## config.mk

```make
export PLATFORM = sky130hd
export DESIGN_NAME = gb_region_decode
export DESIGN_NICKNAME = d
export VERILOG_FILES = /design/src/gb_map_pkg.sv /design/src/gb_bus_pkg.sv /design/src/gb_region_decode.sv
export VERILOG_INCLUDE_DIRS = /design/src
export SDC_FILE = /design/constraint.sdc
export NUM_CORES = 1
export LEC_CHECK = 0
export BUFFER_PORTS_ARGS = -buffer_cell sky130_fd_sc_hd__buf_2
export CORE_AREA = 2 2 39 41
export DETAILED_ROUTE_END_ITERATION = 8
export DIE_AREA = 0 0 41 43
export PLACE_DENSITY_LB_ADDON = 0.08
export SYNTH_ARGS = -nofsm -noshare
export SYNTH_HDL_FRONTEND = slang
export SYNTH_SLANG_ARGS = --single-unit
```

## constraint.sdc

```tcl
create_clock -name vclk -period 0.9
set_clock_uncertainty 0.05 [all_clocks]
set_input_delay 0.09 -clock vclk [all_inputs]
set_output_delay 0.09 -clock vclk [all_outputs]
set_load 0.005 [all_outputs]
```

## src/gb_bus_cfg.svh

```systemverilog
`ifndef GB_BUS_CFG_SVH
`define GB_BUS_CFG_SVH

// Bus widths.
`define GB_ADR_W        16
`define GB_DATA_W       8
`define GB_IDX_W        13

// Region limits of the 16-bit map, IO fills the gaps.
`define GB_ROM_LIMIT    16'h7FFF
`define GB_VRAM_BASE    16'h8000
`define GB_VRAM_LIMIT   16'h9FFF
`define GB_XRAM_LIMIT   16'hBFFF
`define GB_WRAM_LIMIT   16'hFDFF
`define GB_OAM_BASE     16'hFE00
`define GB_OAM_LIMIT    16'hFE9F
`define GB_HRAM_BASE    16'hFF80
`define GB_HRAM_LIMIT   16'hFFFE

`define GB_VRAM_DEPTH   8192
`define GB_OAM_DEPTH    160
`define GB_HRAM_DEPTH   127
`define GB_OPEN_BUS     8'hFF

`endif

```

## src/gb_map_pkg.sv

```systemverilog
`default_nettype none

`include "gb_bus_cfg.svh"

package gb_map_pkg;

	// Full bus address as seen by every master.
	typedef logic [`GB_ADR_W-1:0] gb_adr_t;

	typedef logic [`GB_DATA_W-1:0] gb_data_t;

	// Word index into one of the local memories.
	typedef logic [`GB_IDX_W-1:0] gb_idx_t;

	// Target selected by an address.
	typedef enum logic [2:0] {
		RGN_ROM,
		RGN_VRAM,
		RGN_XRAM,
		RGN_WRAM,
		RGN_OAM,
		RGN_HRAM,
		RGN_NONE
	} gb_region_e;

endpackage

`default_nettype wire

```

## src/gb_bus_pkg.sv

```systemverilog
`default_nettype none

package gb_bus_pkg;

	import gb_map_pkg::*;

	typedef struct packed {
		logic     rd;
		logic     wr;
		gb_adr_t  adr;
		gb_data_t wdata;
	} cpu_req_t;

	// Source read by adr, OAM written by oam_idx.
	typedef struct packed {
		logic     active;
		logic     rd;
		gb_adr_t  adr;
		logic     wr;
		gb_idx_t  oam_idx;
		gb_data_t wdata;
	} dma_req_t;

	typedef struct packed {
		logic    need_vram;
		logic    need_oam;
		logic    rd;
		gb_adr_t adr;
	} ppu_req_t;

	typedef struct packed {
		logic     valid;
		gb_data_t data;
	} rsp_t;

	typedef struct packed {
		gb_adr_t  adr;
		logic     rd;
		logic     wr;
		gb_data_t wdata;
		logic     oe;
		logic     cs_rom;
		logic     cs_xram;
		logic     cs_wram;
	} ext_bus_t;

	typedef struct packed {
		logic     rd;
		logic     wr;
		gb_idx_t  idx;
		gb_data_t wdata;
	} mem_port_t;

	// Where a pending read gets its byte.
	typedef enum logic [2:0] {
		SRC_OPEN,
		SRC_VRAM,
		SRC_OAM,
		SRC_HRAM,
		SRC_EXT
	} gb_src_e;

	typedef struct packed {
		logic    valid;
		gb_src_e src;
	} rsp_tag_t;

endpackage

`default_nettype wire

```

## src/gb_region_decode.sv

```systemverilog
`timescale 1ns/1ps
`default_nettype none

`include "gb_bus_cfg.svh"

module gb_region_decode
	import gb_map_pkg::*, gb_bus_pkg::*;
#(
	parameter type req_t = cpu_req_t
) (
	input  req_t       req,
	input  logic       enable,
	output gb_region_e region
);

	gb_adr_t adr;

	assign adr = req.adr;

	// Regions are contiguous up to OAM, so upper limits are enough there.
	always_comb begin
		if (!enable) begin
			region = RGN_NONE;
		end else if (adr <= `GB_ROM_LIMIT) begin
			region = RGN_ROM;
		end else if (adr >= `GB_VRAM_BASE && adr <= `GB_VRAM_LIMIT) begin
			region = RGN_VRAM;
		end else if (adr <= `GB_XRAM_LIMIT) begin
			region = RGN_XRAM;
		end else if (adr <= `GB_WRAM_LIMIT) begin
			region = RGN_WRAM;
		end else if (adr >= `GB_OAM_BASE && adr <= `GB_OAM_LIMIT) begin
			region = RGN_OAM;
		end else if (adr >= `GB_HRAM_BASE && adr <= `GB_HRAM_LIMIT) begin
			region = RGN_HRAM;
		end else begin
			// IO space and the interrupt enable byte.
			region = RGN_NONE;
		end
	end

endmodule

`default_nettype wire

```

==> impl_metrics.yaml <==
grt:
  grt_pass1_wl_um: 752
  grt-ovfl-total: 0
  antenna_found_initial: 0
  grt_max_degree: 5
  grtUsageTotal_pct: 5.594
  grt_pass1_vias: 226
power:
  power_frac_seq_pct: 0
  p_per_area_mw_per_mm2: 327.4
  power_switching_w: 0.00003911
  p_leak_nw: 0.1299
  clkPwrFrac_pct: 0
  sw_frac_of_total_pct: 41.16
  combPwrFrac_pct: 100.0
  p_int_w: 0.00005592
  peakVddDrop_mv: 0.07481
routing:
  drt_pass1_iterations: 2
  wire_per_inst_um: 8.038
  initialDrtViolationCount: 1
  ant_nets: 0
  vias: 205
  drc_errors: 0
  wl_um: 426
  viasPerCell: 3.868
synthesis:
  ys_types: 12
  synthSimpleGateAreaFrac_pct: 46.99
  muxShareOfSynthArea_pct: 0
  netlist_top_cells_area: "o21ai_0 14%, a2111oi_2 14%, nand4_2 12%"
  syn_area_um2: 103.9
  synth_fp_nets: 42
  synth-compound-area-share_pct: 49.40
  ys_seq_area_share_pct: 0
  synth.top_cell.area_share_pct: 14.46
  synthCells: 15
  synth_warnings: 0
  synth_adder_area_share_pct: 0
  synth.largest_area_cell: "o21ai_0"
  synth_xor_area_share_pct: 0
  syn_avg_cell_area_um2: 6.923
  synth_top_family_by_area: "compound AO/OA/AOI/OAI gates"
critical_path:
  worst_ep_arrival_time_ns: 0.97
  cp_num_buf_inv: 2
  cp_slowest_cell: "a2111oi_4"
  crit_top_cell: "buf_2"
  path_class: "in -> out"
  cp_max_fo: 2
  crit_path_start_kind: "input port"
  cp.required_ns: 0.76
  crit_path_max_incr_delay_ns: 0.36
  crit_path_end_kind: "primary output"
  cp_cell_sequence: "buf_2, and3_4, a2111oi_4, o31a_1, buf_2"
  path_delay_family: "compound AO/OA/AOI/OAI gates"
clock_tree:
  hold_buffers: 0
  post_cts_buffers: 0
min_path:
  hp-class: "in -> out"
  hold_path_depth: 3
  hp-start: "enable"
  whs_endpoint: "region[2]"
floorplanning:
  core_mm2: 0.001384
  die_h_um: 43
  die-area_mm2: 0.001763
  die_x_um: 41
  num_rows: 14
  initial_core_util_pct: 7.505
  pin_count: 30
status:
  failed_checks: "setup timing"
  status: "finished with violations"
timing:
  holdWs_ns: 0.4092
  finalHoldViolations: 0
  tightest_slew_ns: 0.2757
  period_share_pct: 123.1
  min_period_ns: 1.108
  rsz0062_at_grt: "true"
  maxSlewViolCount: 0
  finalSetupViolations: 2
  max-slew-margin-rel_pct: 81.62
  fmax_mhz: 902.5
  setup_ws_ns: -0.2080
placed_design:
  gp_congestion: 0.6482
  io_buffers: 20
  place_area_um2: 239.0
final_layout:
  utilization_pct: 20.98
  layout-drive-gt1-share_pct: 75.68
  n_antenna_cell: 0
  multi_input_area_um2: 138.9
  fin_area_um2: 290.3
  register_area_um2: 0
  seq_cells: 0
  nets: 66
  area_growth_pct: 179.5
  fill_cells: 159
  nClkBuffers: 0
flow_run:
  timing.max_cap.violations: 0
-- power groups by stage --
stage / registers, W / clock network (W) / logic [W]
2_1_floorplan: 0 / 0 / 0.0000207
3_3_place_gp: 0 / 0 / 0.0000769
3_5_place_dp: 0 / 0 / 0.0000767
4_1_cts: 0 / 0 / 0.0000899
5_1_grt: 0 / 0 / 0.000105
6_report: 0 / 0 / 0.0000950
-- worst min-delay path: stages --
cell and delay [ns]:
buf_2 0.11, o21ai_0 0.06, buf_2 0.11
-- through the flow --
stage | setup slack [ns] | total power, W | setup TNS (ns) | std cells
floorplan | -0.05119 | 0.00002073 | -0.05119 | 15
detailed placement | -0.2944 | 0.00007674 | -0.5740 | 53
CTS | -0.2382 | 0.00008994 | -0.4421 | 53
finish | -0.2080 | 0.00009503 | -0.4109 | 53
global placement | -0.2953 | 0.00007689 | -0.5736 | 53
global route | -0.2483 | 0.0001050 | -0.5081 | 53
-- what timing repair did --
action	CTS	global route
pin swaps	3	3
endpoints found under the hold margin	0	0
gates resized for setup	6	2
setup endpoints to repair	2	3
-- per-layer routing --
layer	track usage (%)	routed length, um	vias up
met5	0	0	-
met4	0	0	0
met3	0	10	0
met2	12.19	283	4
met1	5.380	132	93
li1	-	-	108
-- worst max path at each step --
stage | endpoint | start | slack (ns) | cells past startpoint
after detailed placement | region[0] | req[22] | -0.29 | 5
after global routing | region[0] | req[10] | -0.25 | 5
final | region[0] | req[11] | -0.21 | 5
after CTS | region[0] | req[14] | -0.24 | 5
after global placement | region[0] | req[22] | -0.30 | 5
after floorplan | region[0] | req[10] | -0.05 | 3
-- synthesized netlist by cell type --
library cell and n:
and4_1 1, a21oi_1 1, nand4_2 1, and3_1 1, nand3_1 1, a2111oi_2 1
o21ai_0 3, inv_1 1, nor4b_1 1, o31ai_1 1, nand2_1 2, o31a_1 1
-- logic make-up after synthesis --
family                 count (synthesis)
buffers and inverters                  1
AND/OR/NAND/NOR                        7
AO/OA/AOI/OAI                          7
-- cell usage in the layout, fill, tap and decap left out --
cell,synthesis,final
buf_2,0,18
nand2_1,2,2
a2111oi_4,0,1
o31ai_1,1,1
nor4b_2,0,1
and3_4,0,1
a21oi_1,1,1
nand4_2,1,1
o31a_1,1,1
nand3_4,0,1
and4_4,0,1
buf_4,0,2
buf_6,0,2
inv_1,1,1
o21ai_0,3,3
-- layout make-up --
cell class	count	area share, %
well taps	16	6.897
inverters	1	1.293
repair buffers	22	43.97
multi-input cells	14	47.84
No activity file was read; power rests on OpenSTA's default activity.
