`src/gb_bus_cfg.svh`:
```
`ifndef GB_BUS_CFG_SVH
`define GB_BUS_CFG_SVH

// Bus widths.
`define GB_ADR_W        16
`define GB_DATA_W       8
`define GB_IDX_W        13

// Region limits of the 16-bit map, IO fills the gaps.
`define GB_ROM_LIMIT    16'h7FFF
`define GB_VRAM_BASE    16'h8000
`define GB_VRAM_LIMIT   16'h9FFF
`define GB_XRAM_LIMIT   16'hBFFF
`define GB_WRAM_LIMIT   16'hFDFF
`define GB_OAM_BASE     16'hFE00
`define GB_OAM_LIMIT    16'hFE9F
`define GB_HRAM_BASE    16'hFF80
`define GB_HRAM_LIMIT   16'hFFFE

`define GB_VRAM_DEPTH   8192
`define GB_OAM_DEPTH    160
`define GB_HRAM_DEPTH   127
`define GB_OPEN_BUS     8'hFF

`endif

```
`src/gb_map_pkg.sv`:
```
`default_nettype none

`include "gb_bus_cfg.svh"

package gb_map_pkg;

	// Full bus address as seen by every master.
	typedef logic [`GB_ADR_W-1:0] gb_adr_t;

	typedef logic [`GB_DATA_W-1:0] gb_data_t;

	// Word index into one of the local memories.
	typedef logic [`GB_IDX_W-1:0] gb_idx_t;

	// Target selected by an address.
	typedef enum logic [2:0] {
		RGN_ROM,
		RGN_VRAM,
		RGN_XRAM,
		RGN_WRAM,
		RGN_OAM,
		RGN_HRAM,
		RGN_NONE
	} gb_region_e;

endpackage

`default_nettype wire

```
`src/gb_bus_pkg.sv`:
```
`default_nettype none

package gb_bus_pkg;

	import gb_map_pkg::*;

	typedef struct packed {
		logic     rd;
		logic     wr;
		gb_adr_t  adr;
		gb_data_t wdata;
	} cpu_req_t;

	// Source read by adr, OAM written by oam_idx.
	typedef struct packed {
		logic     active;
		logic     rd;
		gb_adr_t  adr;
		logic     wr;
		gb_idx_t  oam_idx;
		gb_data_t wdata;
	} dma_req_t;

	typedef struct packed {
		logic    need_vram;
		logic    need_oam;
		logic    rd;
		gb_adr_t adr;
	} ppu_req_t;

	typedef struct packed {
		logic     valid;
		gb_data_t data;
	} rsp_t;

	typedef struct packed {
		gb_adr_t  adr;
		logic     rd;
		logic     wr;
		gb_data_t wdata;
		logic     oe;
		logic     cs_rom;
		logic     cs_xram;
		logic     cs_wram;
	} ext_bus_t;

	typedef struct packed {
		logic     rd;
		logic     wr;
		gb_idx_t  idx;
		gb_data_t wdata;
	} mem_port_t;

	// Where a pending read gets its byte.
	typedef enum logic [2:0] {
		SRC_OPEN,
		SRC_VRAM,
		SRC_OAM,
		SRC_HRAM,
		SRC_EXT
	} gb_src_e;

	typedef struct packed {
		logic    valid;
		gb_src_e src;
	} rsp_tag_t;

endpackage

`default_nettype wire

```
`src/gb_read_return.sv`:
```
`timescale 1ns/1ps
`default_nettype none

`include "gb_bus_cfg.svh"

module gb_read_return
	import gb_map_pkg::*, gb_bus_pkg::*;
(
	input  logic     gbclk,
	input  logic     arst_n,
	input  ext_bus_t ext_acc,
	input  gb_data_t ext_rdata,
	input  rsp_tag_t cpu_tag,
	input  rsp_tag_t dma_tag,
	input  rsp_tag_t ppu_tag,
	input  gb_data_t vram_rdata,
	input  gb_data_t oam_rdata,
	input  gb_data_t hram_rdata,
	output ext_bus_t ext,
	output rsp_t     cpu_rsp,
	output rsp_t     dma_rsp,
	output rsp_t     ppu_rsp
);

	gb_adr_t  adr_q;
	gb_data_t wdata_q;
	logic     rd_q, wr_q, oe_q;
	logic     cs_rom_q, cs_xram_q, cs_wram_q;
	logic     cpu_valid_q, dma_valid_q, ppu_valid_q;
	gb_data_t cpu_data_q, dma_data_q, ppu_data_q;

	function automatic gb_data_t pick(input gb_src_e src);
		case (src)
			SRC_VRAM: return vram_rdata;
			SRC_OAM:  return oam_rdata;
			SRC_HRAM: return hram_rdata;
			SRC_EXT:  return ext_rdata;
			default:  return `GB_OPEN_BUS;
		endcase
	endfunction

	always_ff @(posedge gbclk or negedge arst_n) begin
		if (!arst_n) begin
			rd_q        <= 1'b0;
			wr_q        <= 1'b0;
			oe_q        <= 1'b0;
			cs_rom_q    <= 1'b0;
			cs_xram_q   <= 1'b0;
			cs_wram_q   <= 1'b0;
			cpu_valid_q <= 1'b0;
			dma_valid_q <= 1'b0;
			ppu_valid_q <= 1'b0;
		end else begin
			rd_q        <= ext_acc.rd;
			wr_q        <= ext_acc.wr;
			// Data keeps driving one cycle after the write strobe.
			oe_q        <= ext_acc.oe || wr_q;
			cs_rom_q    <= ext_acc.cs_rom;
			cs_xram_q   <= ext_acc.cs_xram;
			cs_wram_q   <= ext_acc.cs_wram;
			cpu_valid_q <= cpu_tag.valid;
			dma_valid_q <= dma_tag.valid;
			ppu_valid_q <= ppu_tag.valid;
		end
	end

	always_ff @(posedge gbclk) begin
		adr_q      <= ext_acc.adr;
		wdata_q    <= ext_acc.wdata;
		cpu_data_q <= pick(cpu_tag.src);
		dma_data_q <= pick(dma_tag.src);
		ppu_data_q <= pick(ppu_tag.src);
	end

	assign ext = '{adr: adr_q, rd: rd_q, wr: wr_q, wdata: wdata_q, oe: oe_q,
		cs_rom: cs_rom_q, cs_xram: cs_xram_q, cs_wram: cs_wram_q};

	assign cpu_rsp = '{valid: cpu_valid_q, data: cpu_data_q};
	assign dma_rsp = '{valid: dma_valid_q, data: dma_data_q};
	assign ppu_rsp = '{valid: ppu_valid_q, data: ppu_data_q};

endmodule

`default_nettype wire

```
`config.mk`:
```
export PLATFORM = sky130hd
export DESIGN_NAME = gb_read_return
export DESIGN_NICKNAME = d
export VERILOG_FILES = /design/src/gb_map_pkg.sv /design/src/gb_bus_pkg.sv /design/src/gb_read_return.sv
export VERILOG_INCLUDE_DIRS = /design/src
export SDC_FILE = /design/constraint.sdc
export NUM_CORES = 1
export LEC_CHECK = 0
export BUFFER_PORTS_ARGS = -buffer_cell sky130_fd_sc_hd__buf_2
export CAP_MARGIN = 20
export CORE_ASPECT_RATIO = 1.1
export CORE_MARGIN = 10
export CORE_UTILIZATION = 47
export CTS_CLUSTER_DIAMETER = 50
export DETAILED_ROUTE_END_ITERATION = 6
export PLACE_DENSITY = 0.87
export REMOVE_ABC_BUFFERS = 1
export SKIP_CTS_REPAIR_TIMING = 1
export SYNTH_ARGS = -nofsm -noshare
export SYNTH_HDL_FRONTEND = slang
export SYNTH_SLANG_ARGS = --single-unit
```
`constraint.sdc`:
```
create_clock -name gbclk -period 1.6 [get_ports gbclk]
set_input_delay 0.32 -clock gbclk [delete_from_list [all_inputs] [get_ports gbclk]]
set_output_delay 0.32 -clock gbclk [all_outputs]
set_load 0.005 [all_outputs]
```
==> results.yml <==
run_status:
  status: "finished, final reports clean"
global_routing:
  grtUsageTotal_pct: 18.1
  grt_pass1_vias: 2127
  grt_max_degree: 25
  overflow: 0
  grt_pass1_wl_um: 11500
  grt_antenna_before_repair: 0
synthesis:
  syn_avg_cell_area_um2: 12.6
  synthCells: 185
  netlist_area_mm2: 0.00233
  synth-seq-cells: 57
  synth-edff-count: 0
  synth_top_area_share_pct: 41.2
  yosysWarnings: 0
  synth_cell_types: 14
  synth.top_cells.by_area: "dfxtp_1 (41%), nor4b_1 (12%), mux2i_1 (10%), dfrtp_1 (9.7%), a211oi_1 (5.2%)"
  synth_seq_area_share_pct: 50.9
  async_reset_ff_share_pct: 15.8
  yosysTopAreaCell: "dfxtp_1"
  synth_ff_type: "dfxtp_1"
worst_setup_path:
  r2r_cells: 1
  r2r_end: "oe_q"
  crit_end: "cpu_data_q[7]"
  worstSetupStartpointType: "input pin"
  cp_top_family: "simple AND/OR/NAND/NOR gates"
  crit_chain: "buf_2 > nor2b_1 > a211oi_1"
  worstSetupEndpointType: "flip-flop"
  crit_cells: 3
  crit_required_ns: 1.77
  crit_fanout: 17
  critPathMaxStageDelay_ns: 0.63
  crit_path_top_delay_cell: "nor2b_1"
  arrival_ns: 1.33
  crit_type: "input pin to flip-flop"
  path_buf_inv: 1
  reg2reg_from: "wr_q"
  startpoint: "cpu_tag[2]"
  rrSetupSlack_ns: 0.83
timing:
  worst_pin_slew_ns: 0.938
  whs_ns: 0.0914
  setup_ws_ns: 0.444
  setup_viol: 0
  fin_crit_ns: 1.16
  finalCritPeriodShare_pct: 72.3
  final.setup.tns_ns: 0
  rsz0062_at_grt: "false"
  slew_violations: 0
  skew_ns: 0.000456
  finalHoldViolations: 0
  relSlewSlack_pct: 37.3
  fmaxAchievable_ghz: 0.865
clock_tree:
  cts_made_buffers: 9
  tritoncts: "done"
  cts_root_buf: "clkbuf_8"
  clkSinkCount: 57
  cts-htree-levels: 3
  clk_path_buf_depth: 2
  clk_pin_slew_ns: 0.07
  clock_latency_ns: 0.32
placed_design:
  place_area_mm2: 0.00291
  preCtsSetupSlack_ns: 0.106
  dp_hpwl_um: 5890
  dp_cells: 353
  portBuffers: 132
  routabilityCongestion: 0.836
die:
  coreArea_mm2: 0.00472
  dieArea_mm2: 0.00818
  placementRows: 26
  die_y_um: 93.9
  die_w_um: 87.2
  boundaryPins: 133
  start_util_pct: 49.4
pwr:
  vdd_drop_max_v: 0.000714
  power_density_mw_per_mm2: 1180
  p_leak_uw: 0.00143
route:
  avgRoutedWirePerCell_um: 20.7
  num_vias: 2035
  viasPerCell: 5.50
  final_antenna_net_count: 0
  postRouteWirelength_um: 7650
  dr.pass1.iters: 4
  drt_iter0_drc: 95
  drcViolationCount: 0
final_layout:
  finalInstanceArea_mm2: 0.00318
  area_growth_pct: 36.3
  nets: 385
  fin_cells: 370
  num_antenna_cells: 0
  drive_above_1_share_pct: 54.5
worst_hold_path:
  hp-class: "input pin to flip-flop"
job:
  maxCapViolations: 0
[routing by layer]
metal,global-route usage [%],up-vias,share of wire (%)
met3,9.46,10,13
li1,-,949,-
met4,6.38,0,1.5
met2,29.0,129,48
met1,20.1,947,38
met5,0,-,0
[registers in the layout, summed over array words and instances, names as in the netlist]
| signal | count |
|---|---|
| wdata_q | 8 |
| oe_q | 1 |
| cpu_data_q | 8 |
| ppu_data_q | 8 |
| cs_wram_q | 1 |
| cs_rom_q | 1 |
| cpu_valid_q | 1 |
| rd_q | 1 |
| wr_q | 1 |
| cs_xram_q | 1 |
| adr_q | 16 |
| dma_valid_q | 1 |
| ppu_valid_q | 1 |
| dma_data_q | 8 |
[area by class of cell]
class                      instances  area [µm²]
clock buffer                      10         128
clock inverter                     6         130
fill                             356        1540
multi-input combinational        101         942
sequential                        57        1190
tap                               56        70.1
timing repair buffer             140         723
[through the flow]
stage / total power (µW) / utilization (%)
after floorplan: 1720 / -
after global placement: 2030 / 61.7
after detailed placement: 2050 / 61.7
after CTS: 3790 / 67.2
after global routing: 3910 / 67.4
final: 3750 / 67.4
[report_power, final]
| group | internal, µW | switching [µW] |
|---|---|---|
| registers | 1520 | 23.7 |
| clock network | 1190 | 553 |
| logic | 229 | 244 |
| total | 2930 | 821 |
[layout by cell type (no fill, tap or decap)]
cell,synthesis,routed
nor2_1,8,8
dfrtp_1,9,9
buf_2,9,132
buf_4,14,7
a221oi_2,8,8
nor4b_2,8,8
mux2i_1,24,24
clkbuf_8,0,9
dfxtp_1,48,48
nor4b_1,32,32
clkinv_2,0,2
a211oi_1,16,16
clkbuf_1,0,1
dlygate4sd3_1,0,1
nor2b_1,4,4
or2_2,1,1
bufinv_16,0,4
[how the worst min path moves through the flow]
stage / from / slack, ns / cells after the start / end
2_1_floorplan: arst_n / 0.02 / 0 / cpu_valid_q
3_3_place_gp: arst_n / 0.17 / 1 / ppu_valid_q
3_5_place_dp: arst_n / 0.18 / 1 / ppu_valid_q
4_1_cts: arst_n / -0.18 / 1 / cs_rom_q
5_1_grt: ext_acc[26] / 0.07 / 1 / adr_q[12]
6_report: ext_acc[22] / 0.09 / 1 / adr_q[8]
[Yosys cell counts, types with 3 or more instances]
master,instances
nor2_1,8
nor4b_2,8
buf_6,3
nor2b_1,4
a221oi_2,8
mux2i_1,24
dfxtp_1,48
buf_2,9
a211oi_1,16
dfrtp_1,9
buf_4,14
nor4b_1,32
[cell families (layout without fill, tap and decap cells)]
family                 after synthesis  count (layout)  synth area share [%]
DFF                                 57              57                  50.9
and+or+nand+nor                     53              53                  19.8
buffers and inverters               27             156                  8.74
AOI/OAI and AO/OA                   24              24                  10.3
muxes                               24              24                  10.3
(Power assumes the default switching activity.)
