`config.mk`:
```
export PLATFORM = sky130hd
export DESIGN_NAME = gb_bus_arbiter
export DESIGN_NICKNAME = d
export VERILOG_FILES = /design/src/gb_map_pkg.sv /design/src/gb_bus_pkg.sv /design/src/gb_bus_arbiter.sv
export VERILOG_INCLUDE_DIRS = /design/src
export SDC_FILE = /design/constraint.sdc
export NUM_CORES = 1
export LEC_CHECK = 0
export CAP_MARGIN = 20
export CORE_AREA = 2 2 78 80
export CTS_CLUSTER_DIAMETER = 200
export DETAILED_ROUTE_END_ITERATION = 12
export DIE_AREA = 0 0 80 82
export DONT_BUFFER_PORTS = 1
export MAX_ROUTING_LAYER = met4
export PLACE_DENSITY_LB_ADDON = 0.15
export SYNTH_ARGS = -nofsm -noshare
export SYNTH_HDL_FRONTEND = slang
export SYNTH_SLANG_ARGS = --single-unit
```
`constraint.sdc`:
```
create_clock -name gbclk -period 3.3 [get_ports gbclk]
set_input_delay 0.495 -clock gbclk [delete_from_list [all_inputs] [get_ports gbclk]]
set_output_delay 0.495 -clock gbclk [all_outputs]
set_load 0.02 [all_outputs]
```
`src/gb_bus_cfg.svh`:
```
`ifndef GB_BUS_CFG_SVH
`define GB_BUS_CFG_SVH

// Bus widths.
`define GB_ADR_W        16
`define GB_DATA_W       8
`define GB_IDX_W        13

// Region limits of the 16-bit map, IO fills the gaps.
`define GB_ROM_LIMIT    16'h7FFF
`define GB_VRAM_BASE    16'h8000
`define GB_VRAM_LIMIT   16'h9FFF
`define GB_XRAM_LIMIT   16'hBFFF
`define GB_WRAM_LIMIT   16'hFDFF
`define GB_OAM_BASE     16'hFE00
`define GB_OAM_LIMIT    16'hFE9F
`define GB_HRAM_BASE    16'hFF80
`define GB_HRAM_LIMIT   16'hFFFE

`define GB_VRAM_DEPTH   8192
`define GB_OAM_DEPTH    160
`define GB_HRAM_DEPTH   127
`define GB_OPEN_BUS     8'hFF

`endif

```
`src/gb_map_pkg.sv`:
```
`default_nettype none

`include "gb_bus_cfg.svh"

package gb_map_pkg;

	// Full bus address as seen by every master.
	typedef logic [`GB_ADR_W-1:0] gb_adr_t;

	typedef logic [`GB_DATA_W-1:0] gb_data_t;

	// Word index into one of the local memories.
	typedef logic [`GB_IDX_W-1:0] gb_idx_t;

	// Target selected by an address.
	typedef enum logic [2:0] {
		RGN_ROM,
		RGN_VRAM,
		RGN_XRAM,
		RGN_WRAM,
		RGN_OAM,
		RGN_HRAM,
		RGN_NONE
	} gb_region_e;

endpackage

`default_nettype wire

```
`src/gb_bus_pkg.sv`:
```
`default_nettype none

package gb_bus_pkg;

	import gb_map_pkg::*;

	typedef struct packed {
		logic     rd;
		logic     wr;
		gb_adr_t  adr;
		gb_data_t wdata;
	} cpu_req_t;

	// Source read by adr, OAM written by oam_idx.
	typedef struct packed {
		logic     active;
		logic     rd;
		gb_adr_t  adr;
		logic     wr;
		gb_idx_t  oam_idx;
		gb_data_t wdata;
	} dma_req_t;

	typedef struct packed {
		logic    need_vram;
		logic    need_oam;
		logic    rd;
		gb_adr_t adr;
	} ppu_req_t;

	typedef struct packed {
		logic     valid;
		gb_data_t data;
	} rsp_t;

	typedef struct packed {
		gb_adr_t  adr;
		logic     rd;
		logic     wr;
		gb_data_t wdata;
		logic     oe;
		logic     cs_rom;
		logic     cs_xram;
		logic     cs_wram;
	} ext_bus_t;

	typedef struct packed {
		logic     rd;
		logic     wr;
		gb_idx_t  idx;
		gb_data_t wdata;
	} mem_port_t;

	// Where a pending read gets its byte.
	typedef enum logic [2:0] {
		SRC_OPEN,
		SRC_VRAM,
		SRC_OAM,
		SRC_HRAM,
		SRC_EXT
	} gb_src_e;

	typedef struct packed {
		logic    valid;
		gb_src_e src;
	} rsp_tag_t;

endpackage

`default_nettype wire

```
`src/gb_bus_arbiter.sv`:
```
`timescale 1ns/1ps
`default_nettype none

`include "gb_bus_cfg.svh"

module gb_bus_arbiter
	import gb_map_pkg::*, gb_bus_pkg::*;
(
	input  logic       gbclk,
	input  logic       arst_n,
	input  cpu_req_t   cpu_req,
	input  dma_req_t   dma_req,
	input  ppu_req_t   ppu_req,
	input  gb_region_e cpu_region,
	input  gb_region_e dma_region,
	output mem_port_t  vram_port,
	output mem_port_t  oam_port,
	output mem_port_t  hram_port,
	output ext_bus_t   ext_acc,
	output rsp_tag_t   cpu_tag,
	output rsp_tag_t   dma_tag,
	output rsp_tag_t   ppu_tag
);

	logic       ppu_vram, dma_vram, cpu_vram;
	logic       ppu_oam, dma_oam, cpu_oam;
	logic       cpu_hram;
	logic       dma_ext, cpu_ext;
	gb_region_e ext_region;
	rsp_tag_t   cpu_tag_d, dma_tag_d, ppu_tag_d;

	function automatic gb_idx_t to_idx(input gb_adr_t adr, input gb_adr_t base);
		return gb_idx_t'(adr - base);
	endfunction

	function automatic logic is_ext(input gb_region_e region);
		return region inside {RGN_ROM, RGN_XRAM, RGN_WRAM};
	endfunction

	// Pixel unit first, DMA second, CPU last.
	assign ppu_vram = ppu_req.need_vram;
	assign dma_vram = !ppu_vram && dma_region == RGN_VRAM;
	assign cpu_vram = !ppu_vram && !dma_vram && cpu_region == RGN_VRAM;
	assign ppu_oam  = ppu_req.need_oam;
	assign dma_oam  = !ppu_oam && dma_req.active;
	assign cpu_oam  = !ppu_oam && !dma_req.active && cpu_region == RGN_OAM;
	assign cpu_hram = cpu_region == RGN_HRAM;
	assign dma_ext  = is_ext(dma_region);
	assign cpu_ext  = !dma_ext && is_ext(cpu_region);

	always_comb begin
		vram_port = '0;
		if (ppu_vram) begin
			vram_port.rd  = ppu_req.rd;
			vram_port.idx = to_idx(ppu_req.adr, `GB_VRAM_BASE);
		end else if (dma_vram) begin
			vram_port.rd  = dma_req.rd;
			vram_port.idx = to_idx(dma_req.adr, `GB_VRAM_BASE);
		end else if (cpu_vram) begin
			vram_port.rd    = cpu_req.rd;
			vram_port.wr    = cpu_req.wr;
			vram_port.idx   = to_idx(cpu_req.adr, `GB_VRAM_BASE);
			vram_port.wdata = cpu_req.wdata;
		end
	end

	always_comb begin
		oam_port = '0;
		if (ppu_oam) begin
			// A pixel read goes to VRAM when both flags are up.
			oam_port.rd  = ppu_req.rd && !ppu_vram;
			oam_port.idx = to_idx(ppu_req.adr, `GB_OAM_BASE);
		end else if (dma_oam) begin
			oam_port.wr    = dma_req.wr;
			oam_port.idx   = dma_req.oam_idx;
			oam_port.wdata = dma_req.wdata;
		end else if (cpu_oam) begin
			oam_port.rd    = cpu_req.rd;
			oam_port.wr    = cpu_req.wr;
			oam_port.idx   = to_idx(cpu_req.adr, `GB_OAM_BASE);
			oam_port.wdata = cpu_req.wdata;
		end
	end

	always_comb begin
		hram_port       = '0;
		hram_port.idx   = to_idx(cpu_req.adr, `GB_HRAM_BASE);
		hram_port.wdata = cpu_req.wdata;
		if (cpu_hram) begin
			hram_port.rd = cpu_req.rd;
			hram_port.wr = cpu_req.wr;
		end
	end

	// The DMA holds the external bus for its whole source region.
	always_comb begin
		ext_acc       = '0;
		ext_acc.adr   = cpu_req.adr;
		ext_acc.wdata = cpu_req.wdata;
		ext_region    = RGN_NONE;
		if (dma_ext) begin
			ext_acc.adr = dma_req.adr;
			ext_acc.rd  = dma_req.rd;
			ext_region  = dma_region;
		end else if (cpu_ext) begin
			ext_acc.rd = cpu_req.rd;
			ext_acc.wr = cpu_req.wr;
			ext_region = cpu_region;
		end
		ext_acc.oe      = ext_acc.wr;
		ext_acc.cs_rom  = (ext_acc.rd || ext_acc.wr) && ext_region == RGN_ROM;
		ext_acc.cs_xram = (ext_acc.rd || ext_acc.wr) && ext_region == RGN_XRAM;
		ext_acc.cs_wram = (ext_acc.rd || ext_acc.wr) && ext_region == RGN_WRAM;
	end

	always_comb begin
		cpu_tag_d.valid = cpu_req.rd;
		if (cpu_vram)
			cpu_tag_d.src = SRC_VRAM;
		else if (cpu_oam)
			cpu_tag_d.src = SRC_OAM;
		else if (cpu_hram)
			cpu_tag_d.src = SRC_HRAM;
		else if (cpu_ext)
			cpu_tag_d.src = SRC_EXT;
		else
			cpu_tag_d.src = SRC_OPEN;

		dma_tag_d.valid = dma_req.rd;
		dma_tag_d.src   = dma_vram ? SRC_VRAM : (dma_ext ? SRC_EXT : SRC_OPEN);

		ppu_tag_d.valid = ppu_req.rd;
		ppu_tag_d.src   = ppu_vram ? SRC_VRAM : (ppu_oam ? SRC_OAM : SRC_OPEN);
	end

	always_ff @(posedge gbclk or negedge arst_n) begin
		if (!arst_n) begin
			cpu_tag <= '0;
			dma_tag <= '0;
			ppu_tag <= '0;
		end else begin
			cpu_tag <= cpu_tag_d;
			dma_tag <= dma_tag_d;
			ppu_tag <= ppu_tag_d;
		end
	end

endmodule

`default_nettype wire

```
==> flow_summary_export.csv <==
group,metric,value,unit
worst_setup_path,cp_slowest_stage_delay,0.53,ns
sta,fin_tns_setup,0,ns
place,gp_congestion,0.7284,
global_route,grt_pass1_wl,7679,um
sta,drv_slew,0,
yosys,synth-async-reset-ratio,100.0,%
die,die_area,6560,um^2
drt,ant_nets,0,
drt,drt_iter0_drc,59,
power_and_ir_drop,leakage,0.0006930,uW
drt,via_count,1616,
die,initial_core_util,31.32,%
sta,slew_headroom,47.45,%
clock_tree,cts_tree,"done",
drt,drcViolationCount,0,
yosys,synth_edf_count,0,
global_route,grt_use_met2,30.00,%
sta,period_minus_slack,2.603,ns
power_and_ir_drop,comb_power_share,43.7,%
global_route,met1_usage,16.70,%
die,core_region_area,5746,um^2
power_and_ir_drop,power_density,296.8,nW/um^2
sta,hold_viol,0,
sta,setup-violations-final,0,
worst_setup_path,slowest_stage,"or4_4",
clock_tree,numCtsBuffers,3,
final_layout,area_delta_synth_final,-4.173,%
final_layout,drive_gt1_share,28.13,%
global_route,antenna_found_initial,0,
min_path,hold_end,"ppu_tag[3]$_DFF_PN0_",
clock_tree,ctsHtreeMaxLevel,1,
yosys,yosysWarnings,0,
drt,via_per_inst,6.052,
worst_setup_path,cp_max_fo,19,
place,numPortBuffers,0,
final_layout,regArea,250.2,um^2
clock_tree,cts_sinks,10,
worst_setup_path,endpoint_kind,"output pin",
final_layout,num_antenna_cells,0,
worst_setup_path,path_delay_family,"simple AND/OR/NAND/NOR gates",
die,die_width,80,um
die,die_h,82,um
drt,wl_per_cell,21.82,um
power_and_ir_drop,ir_worst_vdd,165.9,uV
power_and_ir_drop,pwr-share-seq,27.4,%
power_and_ir_drop,power_switching,204.7,uW
yosys,netlist_top_cells_area,"dfrtp_1 14%, buf_4 11%, mux2_2 8.8%, a221oi_2 8.3%, a221oi_1 8.3%",
die,io_pins,204,
worst_setup_path,arrival,2.11,ns
global_route,grt-busiest-layer,"met2",
sta,worst-slew-pin-transition,0.7799,ns
power_and_ir_drop,intPower,307.1,uW
place,post-place-ws,0.7013,ns
yosys,avgSynthCellArea,8.178,um^2
final_layout,fillers,624,
job,maxCapViolations,0,
yosys,syn_inst,220,
yosys,netlist_area,1799,um^2
power_and_ir_drop,p_total,511.8,uW
global_route,grt_start_max_net_pins,38,
sta,rsz0062_at_grt,"no",
clock_tree,clk_pin_slew_worst_paths,0.05,ns
worst_setup_path,critPathBufInv,1,
final_layout,nets,289,
clock_tree,clock_path_buffers,2,
global_route,grt_util_met3,1.978,%
drt,dr.pass1.iters,4,
sta,worst_slack,0.6975,ns
worst_setup_path,worstPathRequired,2.80,ns
yosys,synth.yosys.seq_area_share,13.91,%
min_path,min_from,"ppu_req[16]",
yosys,yosys-top-cells-count,"27 x buf_4, 21 x inv_1, 18 x a21oi_1",
yosys,synth_seq_cells,10,
power_and_ir_drop,switching_share,40.00,%
global_route,grt.overflow.total,0,
sta,layout_worst_path_cycle_share,78.86,%
yosys,yosysUniqueCellTypes,39,
clock_tree,cts_setup_buffers,0,
clock_tree,cts_resized,0,
yosys,synth_most_common_cell,"buf_4",
sta,fmax,384.2,MHz
clock_tree,cts-root-buf,"clkbuf_8",
min_path,hp-class,"in2reg",
yosys,ys.flop_type,"dfrtp_1",
global_route,grt_use_total,15.61,%
clock_tree,ctsHoldBuffers,1,
worst_setup_path,critPathKind,"in2out",
run_status,status,"finished, final reports clean",
yosys,netlist.top_cell.by_area,"dfrtp_1",
die,rows,28,
min_path,holdPathStages,0,
worst_setup_path,startpoint_type,"primary input",
worst_setup_path,crit_chain,"or4_4, nor2_4, buf_4, a221oi_2, a21oi_2",
power_and_ir_drop,pwr-share-clk,29.0,%
drt,routed_wl,5826,um
global_route,grt_pass1_vias,1518,
place,dpl.hpwl,4425,um
yosys,synth_top_area_share,13.91,%
final_layout,multi_input_area,1176,um^2
-- registers in the layout (all words and copies together), names as in the netlist --
register / flops
ppu_tag: 3
dma_tag: 3
cpu_tag: 4
-- cells by family (layout without fill, tap and decap cells) --
family,after synthesis,after routing,share of synthesized area (%)
AOI/OAI and AO/OA,73,73,34.01
buffers and inverters,63,34,21.14
and+or+nand+nor,48,48,15.99
muxes,14,14,8.762
DFF,10,10,13.91
xor gates and xnor gates,8,8,3.894
adders and majority gates,3,3,2.086
other,1,2,0.2084
-- worst max path at each step --
stage                  startpoint      endpoint  slack, ns  cells after the start
floorplan             ppu_req[17]   oam_port[0]       1.06                      6
global placement    cpu_region[1]  oam_port[17]       0.74                      5
detailed placement  cpu_region[1]   oam_port[8]       0.70                      4
CTS                 cpu_region[1]   oam_port[8]       0.70                      4
global route        cpu_region[1]  oam_port[18]       0.63                      4
finish              cpu_region[1]  oam_port[15]       0.70                      5
-- layout by cell type (no fill, tap or decap), types with 5 or more instances in the layout --
cell type / Yosys / final
inv_1: 21 / 21
nand2_1: 5 / 5
a21oi_2: 10 / 11
mux2_2: 14 / 14
xnor2_1: 5 / 5
dfrtp_1: 10 / 10
a221oi_2: 10 / 10
and2_1: 10 / 10
buf_4: 27 / 8
a22oi_1: 10 / 10
a21oi_1: 18 / 17
a221oi_1: 17 / 17
nor2_1: 14 / 14
-- metrics by stage --
step / cells / utilization, % / cell area [um^2] / hold WS [ns]
after floorplan: 221 / - / 1803 / 0.1994
after global placement: 262 / 28.88 / 1659 / 0.1996
after detailed placement: 262 / 28.88 / 1659 / 0.1996
after CTS: 267 / 30.01 / 1724 / 0.2859
after global routing: 267 / 30.01 / 1724 / 0.2777
final: 267 / 30.01 / 1724 / 0.2924
-- per-layer routing --
layer | wire, um | up-vias
met2 | 3123 | 130
met1 | 2184 | 766
met3 | 488 | 5
met4 | 29 | 0
met5 | 0 | -
li1 | - | 715
-- layout make-up --
cell class | instances | area share [%]
multi-input cells | 148 | 68.22
repair buffers | 9 | 4.064
clock buffers | 4 | 3.193
inverters | 21 | 4.572
flip-flops and latches | 10 | 14.51
well taps | 75 | 5.443
-- power groups by stage --
stage	clock network [uW]	logic [uW]	registers [uW]
after floorplan	0	256	141
after global placement	0	220	142
after detailed placement	0	221	142
after global routing	159	238	141
after CTS	153	225	140
final	148	224	140
(Power assumes the default switching activity.)
